$ cat src/verilog/i3c_ccc_pkg.sv
// Only the kept CCC codes appear here and any other code value falls to default handling
package i3c_ccc_pkg;

  // Command codes handled by the target
  typedef enum logic [7:0] {
    // Broadcast codes have bit 7 clear
    CccRstdaa    = 8'h06,
    CccSetaasa   = 8'h29,
    // Direct SET codes
    CccEnec      = 8'h80,
    CccDisec     = 8'h81,
    CccSetdasa   = 8'h87,
    // Direct GET codes
    CccGetmwl    = 8'h8B,
    CccGetmrl    = 8'h8C,
    CccGetpid    = 8'h8D,
    CccGetbcr    = 8'h8E,
    CccGetdcr    = 8'h8F,
    CccGetstatus = 8'h90
  } ccc_code_e;

  // Set in the code for direct commands
  localparam int unsigned DirectBit = 7;

  // I3C broadcast address
  // Sent with RnW low it closes a direct CCC
  localparam logic [6:0] RsvdAddr = 7'h7E;

endpackage
$ cat src/verilog/ccc_bus_pkg.sv
// Bus layer answers each held request with exactly one rx_done or tx_done pulse
package ccc_bus_pkg;
  import i3c_ccc_pkg::*;

  // Requests toward the rx and tx layer
  // Held as levels until the matching done pulse
  typedef struct packed {
    logic       rx_bit;
    logic       rx_byte;
    logic       tx_bit;
    logic       tx_byte;
    // Bit 0 carries the value of a tx_bit request
    logic [7:0] tx_value;
  } bus_req_t;

  // Bus monitor conditions and rx/tx completion
  typedef struct packed {
    logic       start;
    logic       rstart;
    logic       stop;
    logic       rx_done;
    logic       tx_done;
    logic [7:0] rx_data;
  } bus_evt_t;

  // Static and dynamic target address
  typedef struct packed {
    logic [6:0] sta_addr;
    logic       sta_valid;
    logic [6:0] dyn_addr;
    logic       dyn_valid;
  } target_addr_t;

  // Event enable bits as carried by ENEC and DISEC
  typedef struct packed {
    logic ibi;
    logic crr;
    logic hj;
  } evt_ctrl_t;

  // Sequencer to consumers
  typedef struct packed {
    ccc_code_e  code;
    logic [7:0] data;
    logic       data_valid;
    logic       bcast_valid;
    logic       get_start;
    logic       tx_byte_done;
  } seq_evt_t;

  // Responder back to the sequencer
  typedef struct packed {
    logic [7:0] tx_byte;
    logic       last;
  } get_resp_t;

endpackage

$ cat src/verilog/ccc_get_responder.sv
// A read of a code without GET data returns one zero byte marked last
`timescale 1ns/1ps

module ccc_get_responder
  import i3c_ccc_pkg::*;
  import ccc_bus_pkg::*;
#(
  parameter logic [7:0] MaxIbiPayload = 8'hFF
) (
  input  logic        clk_i,
  input  logic        rst_ni,
  input  seq_evt_t    seq_evt_i,
  input  logic [7:0]  bcr_i,
  input  logic [7:0]  dcr_i,
  input  logic [15:0] status_i,
  input  logic [15:0] mwl_i,
  input  logic [15:0] mrl_i,
  input  logic [47:0] pid_i,
  output get_resp_t   get_resp_o
);

  // Bytes left including the one on the bus
  logic [2:0]  count_q;
  logic [2:0]  count_init;
  // Response right aligned and sent MSB first
  logic [47:0] resp_word;
  logic [5:0]  shift_amt;

  always_comb begin
    count_init = 3'd0;
    resp_word  = '0;
    case (seq_evt_i.code)
      CccGetbcr: begin
        count_init = 3'd1;
        resp_word  = {40'd0, bcr_i};
      end
      CccGetdcr: begin
        count_init = 3'd1;
        resp_word  = {40'd0, dcr_i};
      end
      // Format 1 only
      CccGetstatus: begin
        count_init = 3'd2;
        resp_word  = {32'd0, status_i};
      end
      CccGetmwl: begin
        count_init = 3'd2;
        resp_word  = {32'd0, mwl_i};
      end
      // Third byte is the IBI payload limit
      CccGetmrl: begin
        count_init = 3'd3;
        resp_word  = {24'd0, mrl_i, MaxIbiPayload};
      end
      CccGetpid: begin
        count_init = 3'd6;
        resp_word  = pid_i;
      end
      default: ;
    endcase
  end

  always_ff @(posedge clk_i or negedge rst_ni) begin
    if (!rst_ni) begin
      count_q <= '0;
    end else if (seq_evt_i.get_start) begin
      count_q <= count_init;
    end else if (seq_evt_i.tx_byte_done && count_q != 3'd0) begin
      count_q <= count_q - 3'd1;
    end
  end

  // Count of one selects the lowest byte
  assign shift_amt          = {count_q - 3'd1, 3'b000};
  assign get_resp_o.tx_byte = 8'(resp_word >> shift_amt);
  assign get_resp_o.last    = (count_q <= 3'd1);

endmodule

$ cat src/verilog/ccc_sequencer.sv
// Takes over right after the command code and only a STOP in an active state aborts it
`timescale 1ns/1ps

module ccc_sequencer
  import i3c_ccc_pkg::*;
  import ccc_bus_pkg::*;
(
  input  logic         clk_i,
  input  logic         rst_ni,
  input  logic [7:0]   ccc_i,
  input  logic         ccc_valid_i,
  input  bus_evt_t     bus_evt_i,
  input  target_addr_t target_addr_i,
  input  get_resp_t    get_resp_i,
  output bus_req_t     bus_req_o,
  output seq_evt_t     seq_evt_o,
  output logic         done_o
);

  typedef enum logic [3:0] {
    Idle,
    WaitCcc,
    RxTbit,
    RxDefByte,
    RxDefTbit,
    RxAddr,
    TxAddrAck,
    RxData,
    RxDataTbit,
    TxData,
    TxDataTbit,
    HandleBcast,
    DoneCcc
  } state_e;

  state_e     state_q;
  state_e     state_d;
  logic [7:0] code_q;
  logic [6:0] addr_q;
  logic       rnw_q;
  logic [7:0] data_q;
  logic       done_q;
  logic       is_direct;
  logic       is_rsvd;
  logic       addr_match;
  logic       active;

  assign is_direct = code_q[DirectBit];
  // Broadcast address with write ends the direct CCC
  assign is_rsvd   = (addr_q == RsvdAddr) && !rnw_q;
  // Handler owns the bus only between code and done
  assign active    = (state_q != Idle) && (state_q != WaitCcc) && (state_q != DoneCcc);

  // Dynamic address wins once assigned
  always_comb begin
    if (target_addr_i.dyn_valid) begin
      addr_match = (addr_q == target_addr_i.dyn_addr);
    end else if (target_addr_i.sta_valid) begin
      addr_match = (addr_q == target_addr_i.sta_addr);
    end else begin
      addr_match = 1'b0;
    end
  end

  always_ff @(posedge clk_i or negedge rst_ni) begin
    if (!rst_ni) begin
      code_q <= '0;
    end else if (ccc_valid_i && (state_q == Idle || state_q == WaitCcc)) begin
      code_q <= ccc_i;
    end
  end

  // Address/RnW byte and write data byte
  always_ff @(posedge clk_i) begin
    if (state_q == RxAddr && bus_evt_i.rx_done) begin
      addr_q <= bus_evt_i.rx_data[7:1];
      rnw_q  <= bus_evt_i.rx_data[0];
    end
    if (state_q == RxData && bus_evt_i.rx_done) begin
      data_q <= bus_evt_i.rx_data;
    end
  end

  always_comb begin
    state_d = state_q;
    unique case (state_q)
      Idle:        state_d = ccc_valid_i ? RxTbit : WaitCcc;
      WaitCcc:     if (ccc_valid_i) state_d = RxTbit;
      // T-bit after the command code
      RxTbit:      if (bus_evt_i.rx_done) state_d = is_direct ? RxDefByte : HandleBcast;
      // Defining bytes are skipped until Sr
      RxDefByte: begin
        if (bus_evt_i.rstart) state_d = RxAddr;
        else if (bus_evt_i.rx_done) state_d = RxDefTbit;
      end
      RxDefTbit:   if (bus_evt_i.rx_done) state_d = RxDefByte;
      RxAddr:      if (bus_evt_i.rx_done) state_d = TxAddrAck;
      // Other targets' addresses get no ACK
      TxAddrAck: begin
        if (is_rsvd) state_d = DoneCcc;
        else if (!addr_match) state_d = RxAddr;
        else if (bus_evt_i.tx_done) state_d = rnw_q ? TxData : RxData;
      end
      RxData: begin
        if (bus_evt_i.rstart) state_d = RxAddr;
        else if (bus_evt_i.rx_done) state_d = RxDataTbit;
      end
      RxDataTbit:  if (bus_evt_i.rx_done) state_d = RxData;
      TxData: begin
        if (bus_evt_i.rstart) state_d = RxAddr;
        else if (bus_evt_i.tx_done) state_d = TxDataTbit;
      end
      // Last byte hands back to address phase
      TxDataTbit:  if (bus_evt_i.tx_done) state_d = get_resp_i.last ? RxAddr : TxData;
      HandleBcast: state_d = DoneCcc;
      DoneCcc:     state_d = Idle;
      default:     state_d = Idle;
    endcase
  end

  always_ff @(posedge clk_i or negedge rst_ni) begin
    if (!rst_ni) begin
      state_q <= Idle;
      done_q  <= 1'b0;
    end else begin
      state_q <= (bus_evt_i.stop && active) ? DoneCcc : state_d;
      done_q  <= (state_q == DoneCcc);
    end
  end

  assign done_o = done_q;

  // Requests follow the state
  always_comb begin
    bus_req_o = '0;
    unique case (state_q)
      RxTbit, RxDefTbit, RxDataTbit: bus_req_o.rx_bit = 1'b1;
      // Drop the byte request as soon as Sr shows up
      RxDefByte:      bus_req_o.rx_byte = !bus_evt_i.rstart;
      RxAddr, RxData: bus_req_o.rx_byte = 1'b1;
      // ACK is a low bit
      TxAddrAck:      bus_req_o.tx_bit = addr_match && !is_rsvd;
      TxData: begin
        bus_req_o.tx_byte  = 1'b1;
        bus_req_o.tx_value = get_resp_i.tx_byte;
      end
      // T-bit high while more bytes follow
      TxDataTbit: begin
        bus_req_o.tx_bit   = 1'b1;
        bus_req_o.tx_value = {7'd0, !get_resp_i.last};
      end
      default: ;
    endcase
  end

  assign seq_evt_o.code         = ccc_code_e'(code_q);
  assign seq_evt_o.data         = data_q;
  assign seq_evt_o.data_valid   = (state_q == RxDataTbit) && bus_evt_i.rx_done;
  assign seq_evt_o.bcast_valid  = (state_q == HandleBcast);
  assign seq_evt_o.get_start    = (state_q == TxAddrAck) && addr_match && !is_rsvd &&
                                  rnw_q && bus_evt_i.tx_done;
  assign seq_evt_o.tx_byte_done = (state_q == TxDataTbit) && bus_evt_i.tx_done;

endmodule

$ cat src/verilog/ccc_set_actions.sv
// SETAASA is ignored while the static address is not valid
`timescale 1ns/1ps

module ccc_set_actions
  import i3c_ccc_pkg::*;
  import ccc_bus_pkg::*;
(
  input  logic         clk_i,
  input  logic         rst_ni,
  input  seq_evt_t     seq_evt_i,
  input  target_addr_t target_addr_i,
  output evt_ctrl_t    enec_o,
  output logic         enec_valid_o,
  output evt_ctrl_t    disec_o,
  output logic         disec_valid_o,
  output logic [6:0]   dyn_addr_o,
  output logic         dyn_addr_valid_o,
  output logic         rstdaa_o
);

  logic enec_hit;
  logic disec_hit;
  logic dasa_hit;
  logic aasa_hit;
  logic rstdaa_hit;

  // ENEC/DISEC byte layout
  function automatic evt_ctrl_t decode_ctrl(input logic [7:0] data);
    evt_ctrl_t ctrl;
    ctrl.ibi = data[0];
    ctrl.crr = data[1];
    ctrl.hj  = data[3];
    return ctrl;
  endfunction

  // Direct writes qualify on the data T-bit
  assign enec_hit   = seq_evt_i.data_valid && (seq_evt_i.code == CccEnec);
  assign disec_hit  = seq_evt_i.data_valid && (seq_evt_i.code == CccDisec);
  assign dasa_hit   = seq_evt_i.data_valid && (seq_evt_i.code == CccSetdasa);
  // Broadcasts qualify in the handling cycle
  assign aasa_hit   = seq_evt_i.bcast_valid && (seq_evt_i.code == CccSetaasa) &&
                      target_addr_i.sta_valid;
  assign rstdaa_hit = seq_evt_i.bcast_valid && (seq_evt_i.code == CccRstdaa);

  // One-cycle strobes
  always_ff @(posedge clk_i or negedge rst_ni) begin
    if (!rst_ni) begin
      enec_valid_o     <= 1'b0;
      disec_valid_o    <= 1'b0;
      dyn_addr_valid_o <= 1'b0;
      rstdaa_o         <= 1'b0;
    end else begin
      enec_valid_o     <= enec_hit;
      disec_valid_o    <= disec_hit;
      dyn_addr_valid_o <= dasa_hit || aasa_hit;
      rstdaa_o         <= rstdaa_hit;
    end
  end

  // Values hold until the next strobe
  always_ff @(posedge clk_i) begin
    if (enec_hit) begin
      enec_o <= decode_ctrl(seq_evt_i.data);
    end
    if (disec_hit) begin
      disec_o <= decode_ctrl(seq_evt_i.data);
    end
    // SETDASA byte has the address in bits 7 to 1
    if (dasa_hit) begin
      dyn_addr_o <= seq_evt_i.data[7:1];
    end else if (aasa_hit) begin
      dyn_addr_o <= target_addr_i.sta_addr;
    end
  end

endmodule

$ cat src/verilog/ccc_top.sv
// CSR values are sampled live while response bytes go out and are not latched
`timescale 1ns/1ps

module ccc_top
  import ccc_bus_pkg::*;
#(
  parameter logic [7:0] MaxIbiPayload = 8'hFF
) (
  input  logic         clk_i,
  input  logic         rst_ni,
  // Code from the primary target FSM
  input  logic [7:0]   ccc_i,
  input  logic         ccc_valid_i,
  input  bus_evt_t     bus_evt_i,
  input  target_addr_t target_addr_i,
  // CSR read values
  input  logic [7:0]   bcr_i,
  input  logic [7:0]   dcr_i,
  input  logic [15:0]  status_i,
  input  logic [15:0]  mwl_i,
  input  logic [15:0]  mrl_i,
  input  logic [47:0]  pid_i,
  output bus_req_t     bus_req_o,
  output logic         done_o,
  // CSR write strobes
  output evt_ctrl_t    enec_o,
  output logic         enec_valid_o,
  output evt_ctrl_t    disec_o,
  output logic         disec_valid_o,
  output logic [6:0]   dyn_addr_o,
  output logic         dyn_addr_valid_o,
  output logic         rstdaa_o
);

  seq_evt_t  seq_evt;
  get_resp_t get_resp;

  ccc_sequencer ccc_sequencer_i (
    .clk_i         (clk_i),
    .rst_ni        (rst_ni),
    .ccc_i         (ccc_i),
    .ccc_valid_i   (ccc_valid_i),
    .bus_evt_i     (bus_evt_i),
    .target_addr_i (target_addr_i),
    .get_resp_i    (get_resp),
    .bus_req_o     (bus_req_o),
    .seq_evt_o     (seq_evt),
    .done_o        (done_o)
  );

  // Direct GET data
  ccc_get_responder #(
    .MaxIbiPayload (MaxIbiPayload)
  ) ccc_get_responder_i (
    .clk_i      (clk_i),
    .rst_ni     (rst_ni),
    .seq_evt_i  (seq_evt),
    .bcr_i      (bcr_i),
    .dcr_i      (dcr_i),
    .status_i   (status_i),
    .mwl_i      (mwl_i),
    .mrl_i      (mrl_i),
    .pid_i      (pid_i),
    .get_resp_o (get_resp)
  );

  // SET and broadcast actions
  ccc_set_actions ccc_set_actions_i (
    .clk_i            (clk_i),
    .rst_ni           (rst_ni),
    .seq_evt_i        (seq_evt),
    .target_addr_i    (target_addr_i),
    .enec_o           (enec_o),
    .enec_valid_o     (enec_valid_o),
    .disec_o          (disec_o),
    .disec_valid_o    (disec_valid_o),
    .dyn_addr_o       (dyn_addr_o),
    .dyn_addr_valid_o (dyn_addr_valid_o),
    .rstdaa_o         (rstdaa_o)
  );

endmodule

$ cat config.mk
export PLATFORM = sky130hd
export DESIGN_NAME = ccc_top
export DESIGN_NICKNAME = d
export VERILOG_FILES = /design/src/verilog/i3c_ccc_pkg.sv /design/src/verilog/ccc_bus_pkg.sv /design/src/verilog/ccc_get_responder.sv /design/src/verilog/ccc_sequencer.sv /design/src/verilog/ccc_set_actions.sv /design/src/verilog/ccc_top.sv
export SDC_FILE = /design/constraint.sdc
export NUM_CORES = 1
export LEC_CHECK = 0
export ABC_AREA = 0
export BUFFER_PORTS_ARGS = -buffer_cell sky130_fd_sc_hd__buf_2
export CORE_ASPECT_RATIO = 0.75
export CORE_MARGIN = 2
export CORE_UTILIZATION = 50
export DETAILED_ROUTE_END_ITERATION = 16
export PLACE_DENSITY = 0.86
export SYNTH_ARGS = -nofsm -noshare
export SYNTH_HDL_FRONTEND = slang
export SYNTH_SLANG_ARGS = --single-unit
export TNS_END_PERCENT = 100
$ cat constraint.sdc
create_clock -name clk_i -period 5.8 [get_ports clk_i]
set_input_delay 0.29 -clock clk_i [delete_from_list [all_inputs] [get_ports clk_i]]
set_output_delay 0.29 -clock clk_i [all_outputs]
set_load 0.01 [all_outputs]
==> results.cfg <==
[synthesis]
synth.area.mux_share_pct = 14.6
synthCells = 383
ys_seq_elements = 49
synthAdderAreaFrac_pct = 0.676
synth.net_count = 537
yosysMostFrequentCell = mux2i_1
synth_edf_count = 29
yosys-top-cells-count = mux2i_1, edfxtp_1, nand2_1
synth_warnings = 0
synth-compound-area-share_pct = 20.4
synth-seq-area-share_pct = 37.0
synthArstFlopShare_pct = 40.8
yosys.area.top_type_share_pct = 23.5
ys_types = 72
synth-simple-area-share_pct = 19.5
synth_xor_area_share_pct = 4.02
ys.flop_type = edfxtp_1
synth_top_family_by_area = compound AO/OA/AOI/OAI gates
yosys-top-cells-area = edfxtp_1, dfrtp_1, mux2i_1
syn-cell-area_mm2 = 0.00370
avgSynthCellArea_um2 = 9.67
yosysTopAreaCell = edfxtp_1

[cells_and_area]
fin_nets = 705
regArea_mm2 = 0.00137
syn_to_final_growth_pct = 27.9
multiInputGateArea_mm2 = 0.00219
design_area_mm2 = 0.00474
fillers = 604
drive_gt1_share_pct = 41.8
n_antenna_cell = 0

[pwr]
power.leakage_nw = 2.05
max-vdd-ir-drop_mv = 0.230
p_per_area_mw_per_mm2 = 342

[clock_network]
cts-buffers-inserted = 5
path_clk_slew_ns = 0.10
cts-root-buf = clkbuf_8
clock_latency_ns = 0.31
cts_sinks = 49
cts_tree = built
ctsResizeCount = 0
ctsLongestPathBuffers = 2
cts_max_level = 2

[detailed_routing]
drt_pass1_iterations = 5
viasPerCell = 5.93
vias = 3871
routedWlPerCell_um = 17.8
drt-initial-drc-count = 254
drcViolationCount = 0
routed_wl_mm = 11.6
drt.antenna.violating_nets = 0

[floorplanning]
coreArea_mm2 = 0.00726
initial_core_util_pct = 51.0
fp.dieArea_mm2 = 0.00812
die_x_um = 103
num_rows = 27
io_pins = 182
fp.dieH_um = 78.5

[timing]
max_freq_mhz = 287
finalSetupTns_ns = 0
finalMaxSlewViolations = 0
min_period_ns = 3.49
rsz0062_at_grt = false
fin_worst_skew_ns = 0.00997
hold_viol = 0
worst_pin_slew_ns = 1.15
fin_crit_sh_pct = 60.1
fin_hold_ws_ns = 0.159
slew_headroom_pct = 23.0
setup_violations = 0

[global_route]
grt_overflow = 0
antenna_found_initial = 0
grt_start_max_net_pins = 32
grt_pass1_vias = 3820
grt_pass1_wl_mm = 18.1
grt_use_total_pct = 28.5

[setup_path]
worstPathCellList = nor2b_1 > nand3_1 > nor3_2 > a21oi_1 > o32ai_1 > buf_2
endpoint = bus_req_o[0]
r2r_cells = 5
r2r-end = ccc_sequencer_i.state_q[1]
r2r_start = ccc_sequencer_i.state_q[1]
path_max_fanout = 23
crit_start = ccc_sequencer_i.code_q[0]
reg2reg_slack_ns = 3.17
startpoint_type = register
cp_slowest_cell = dfrtp_1
critPathKind = register to output pin
cp.arrival_ns = 3.20
worstPathRequired_ns = 5.51
worst_path_largest_cell_delay_ns = 1.04
cp-end-kind = output pin

[placed_design]
dp_hpwl_mm = 9.09
dpl_cell_area_mm2 = 0.00463
place_congestion = 0.972
io_buffers = 180

[worst_hold_path]
hold_path.class = input port to register

[run]
drv_cap = 0

[status]
status = completed
==> critical path: cells and delay by family (launching register included) <==
family	cells	cell delay, ns
compound gates	2	0.35
buf+inv	1	0.20
flops	1	1.04
simple gates	3	1.30
==> cells by family after synthesis <==
kind of cell               count (synthesis)
and+or+nand+nor                          127
AOI/OAI and AO/OA                        107
muxes                                     51
DFF                                       49
buffers and inverters                     30
xor gates and xnor gates                  17
adders and majority gates                  2
==> sequential cells by signal, indices dropped and copies added, names as in the netlist <==
| signal | flops |
|---|---|
| ccc_get_responder_i.count_q | 3 |
| ccc_sequencer_i.addr_q | 7 |
| ccc_sequencer_i.code_q | 8 |
| ccc_sequencer_i.data_q | 8 |
| ccc_sequencer_i.done_o | 1 |
| ccc_sequencer_i.rnw_q | 1 |
| ccc_sequencer_i.state_q | 4 |
| ccc_set_actions_i.disec_o | 3 |
| ccc_set_actions_i.disec_valid_o | 1 |
| ccc_set_actions_i.dyn_addr_o | 7 |
| ccc_set_actions_i.dyn_addr_valid_o | 1 |
| ccc_set_actions_i.enec_o | 3 |
| ccc_set_actions_i.enec_valid_o | 1 |
| ccc_set_actions_i.rstdaa_o | 1 |
==> metrics by stage <==
stage | setup WS (ns) | util [%] | instances | power (mW)
after floorplan | 3.48 | - | 383 | 1.18
after global placement | 2.75 | 63.8 | 644 | 1.35
after detailed placement | 2.66 | 63.8 | 644 | 1.39
after CTS | 2.31 | 65.2 | 653 | 1.60
after global routing | 2.06 | 65.2 | 653 | 1.73
final | 2.31 | 65.2 | 653 | 1.62
==> where the power goes <==
group	internal [mW]	switching, mW
combinational	0.388	0.394
clock	0.0903	0.127
sequential	0.428	0.192
total	0.906	0.714
==> routing by layer <==
layer | up-vias | wire length [um] | track usage, %
met1 | 1800 | 4800 | 37.5
met2 | 231 | 5540 | 46.2
met3 | 27 | 1050 | 6.77
li1 | 1813 | - | -
met5 | - | 0 | 0
met4 | 0 | 224 | 9.08
==> cells in the final DEF (no fill, tap or decap), drive strengths merged, types with 3 or more instances in the layout <==
cell type,Yosys,routed
nor3,8,8
o211ai,13,13
xnor2,14,14
buf,16,181
inv,9,11
nand2,28,28
nor2,24,24
and4,3,3
mux2i,30,30
or2,4,4
o31ai,3,3
a21oi,22,22
nor4,3,3
and3,3,3
mux2,21,21
nand4,6,6
o21ai,14,14
a22oi,7,7
o2111ai,7,7
nor2b,6,6
a22o,8,8
nand2b,6,6
edfxtp,29,29
dfrtp,20,20
clkbuf,5,5
xor2,3,3
nand3,17,17
or3,3,3
nor3b,4,4
a31oi,10,10
==> how the worst min path moves through the flow <==
| stage | startpoint | to | slack (ns) | cells past startpoint |
|---|---|---|---|---|
| after floorplan | rst_ni | ccc_get_responder_i.count_q[0] | -0.006 | 0 |
| after global placement | rst_ni | ccc_set_actions_i.dyn_addr_valid_o | 0.27 | 1 |
| after detailed placement | rst_ni | ccc_sequencer_i.done_o | 0.27 | 1 |
| after CTS | bus_evt_i[4] | ccc_sequencer_i.addr_q[3] | 0.16 | 1 |
| after global routing | bus_evt_i[4] | ccc_sequencer_i.addr_q[3] | 0.14 | 1 |
| final | bus_evt_i[4] | ccc_sequencer_i.addr_q[3] | 0.16 | 1 |
==> timing repair <==
item                      4_1_cts  5_1_grt
hold buffers                    1        0
hold endpoints to repair       20        0
buffers inserted                0        0
==> area by class of cell <==
| type | count | share of cell area [%] |
|---|---|---|
| Clock buffer | 5 | 1.45 |
| Clock inverter | 3 | 0.607 |
| Inverter | 9 | 0.713 |
| Multi-Input combinational cell | 304 | 46.2 |
| Sequential cell | 49 | 28.9 |
| Tap cell | 101 | 2.67 |
| Timing Repair Buffer | 182 | 19.4 |
(Power assumes the default switching activity.)
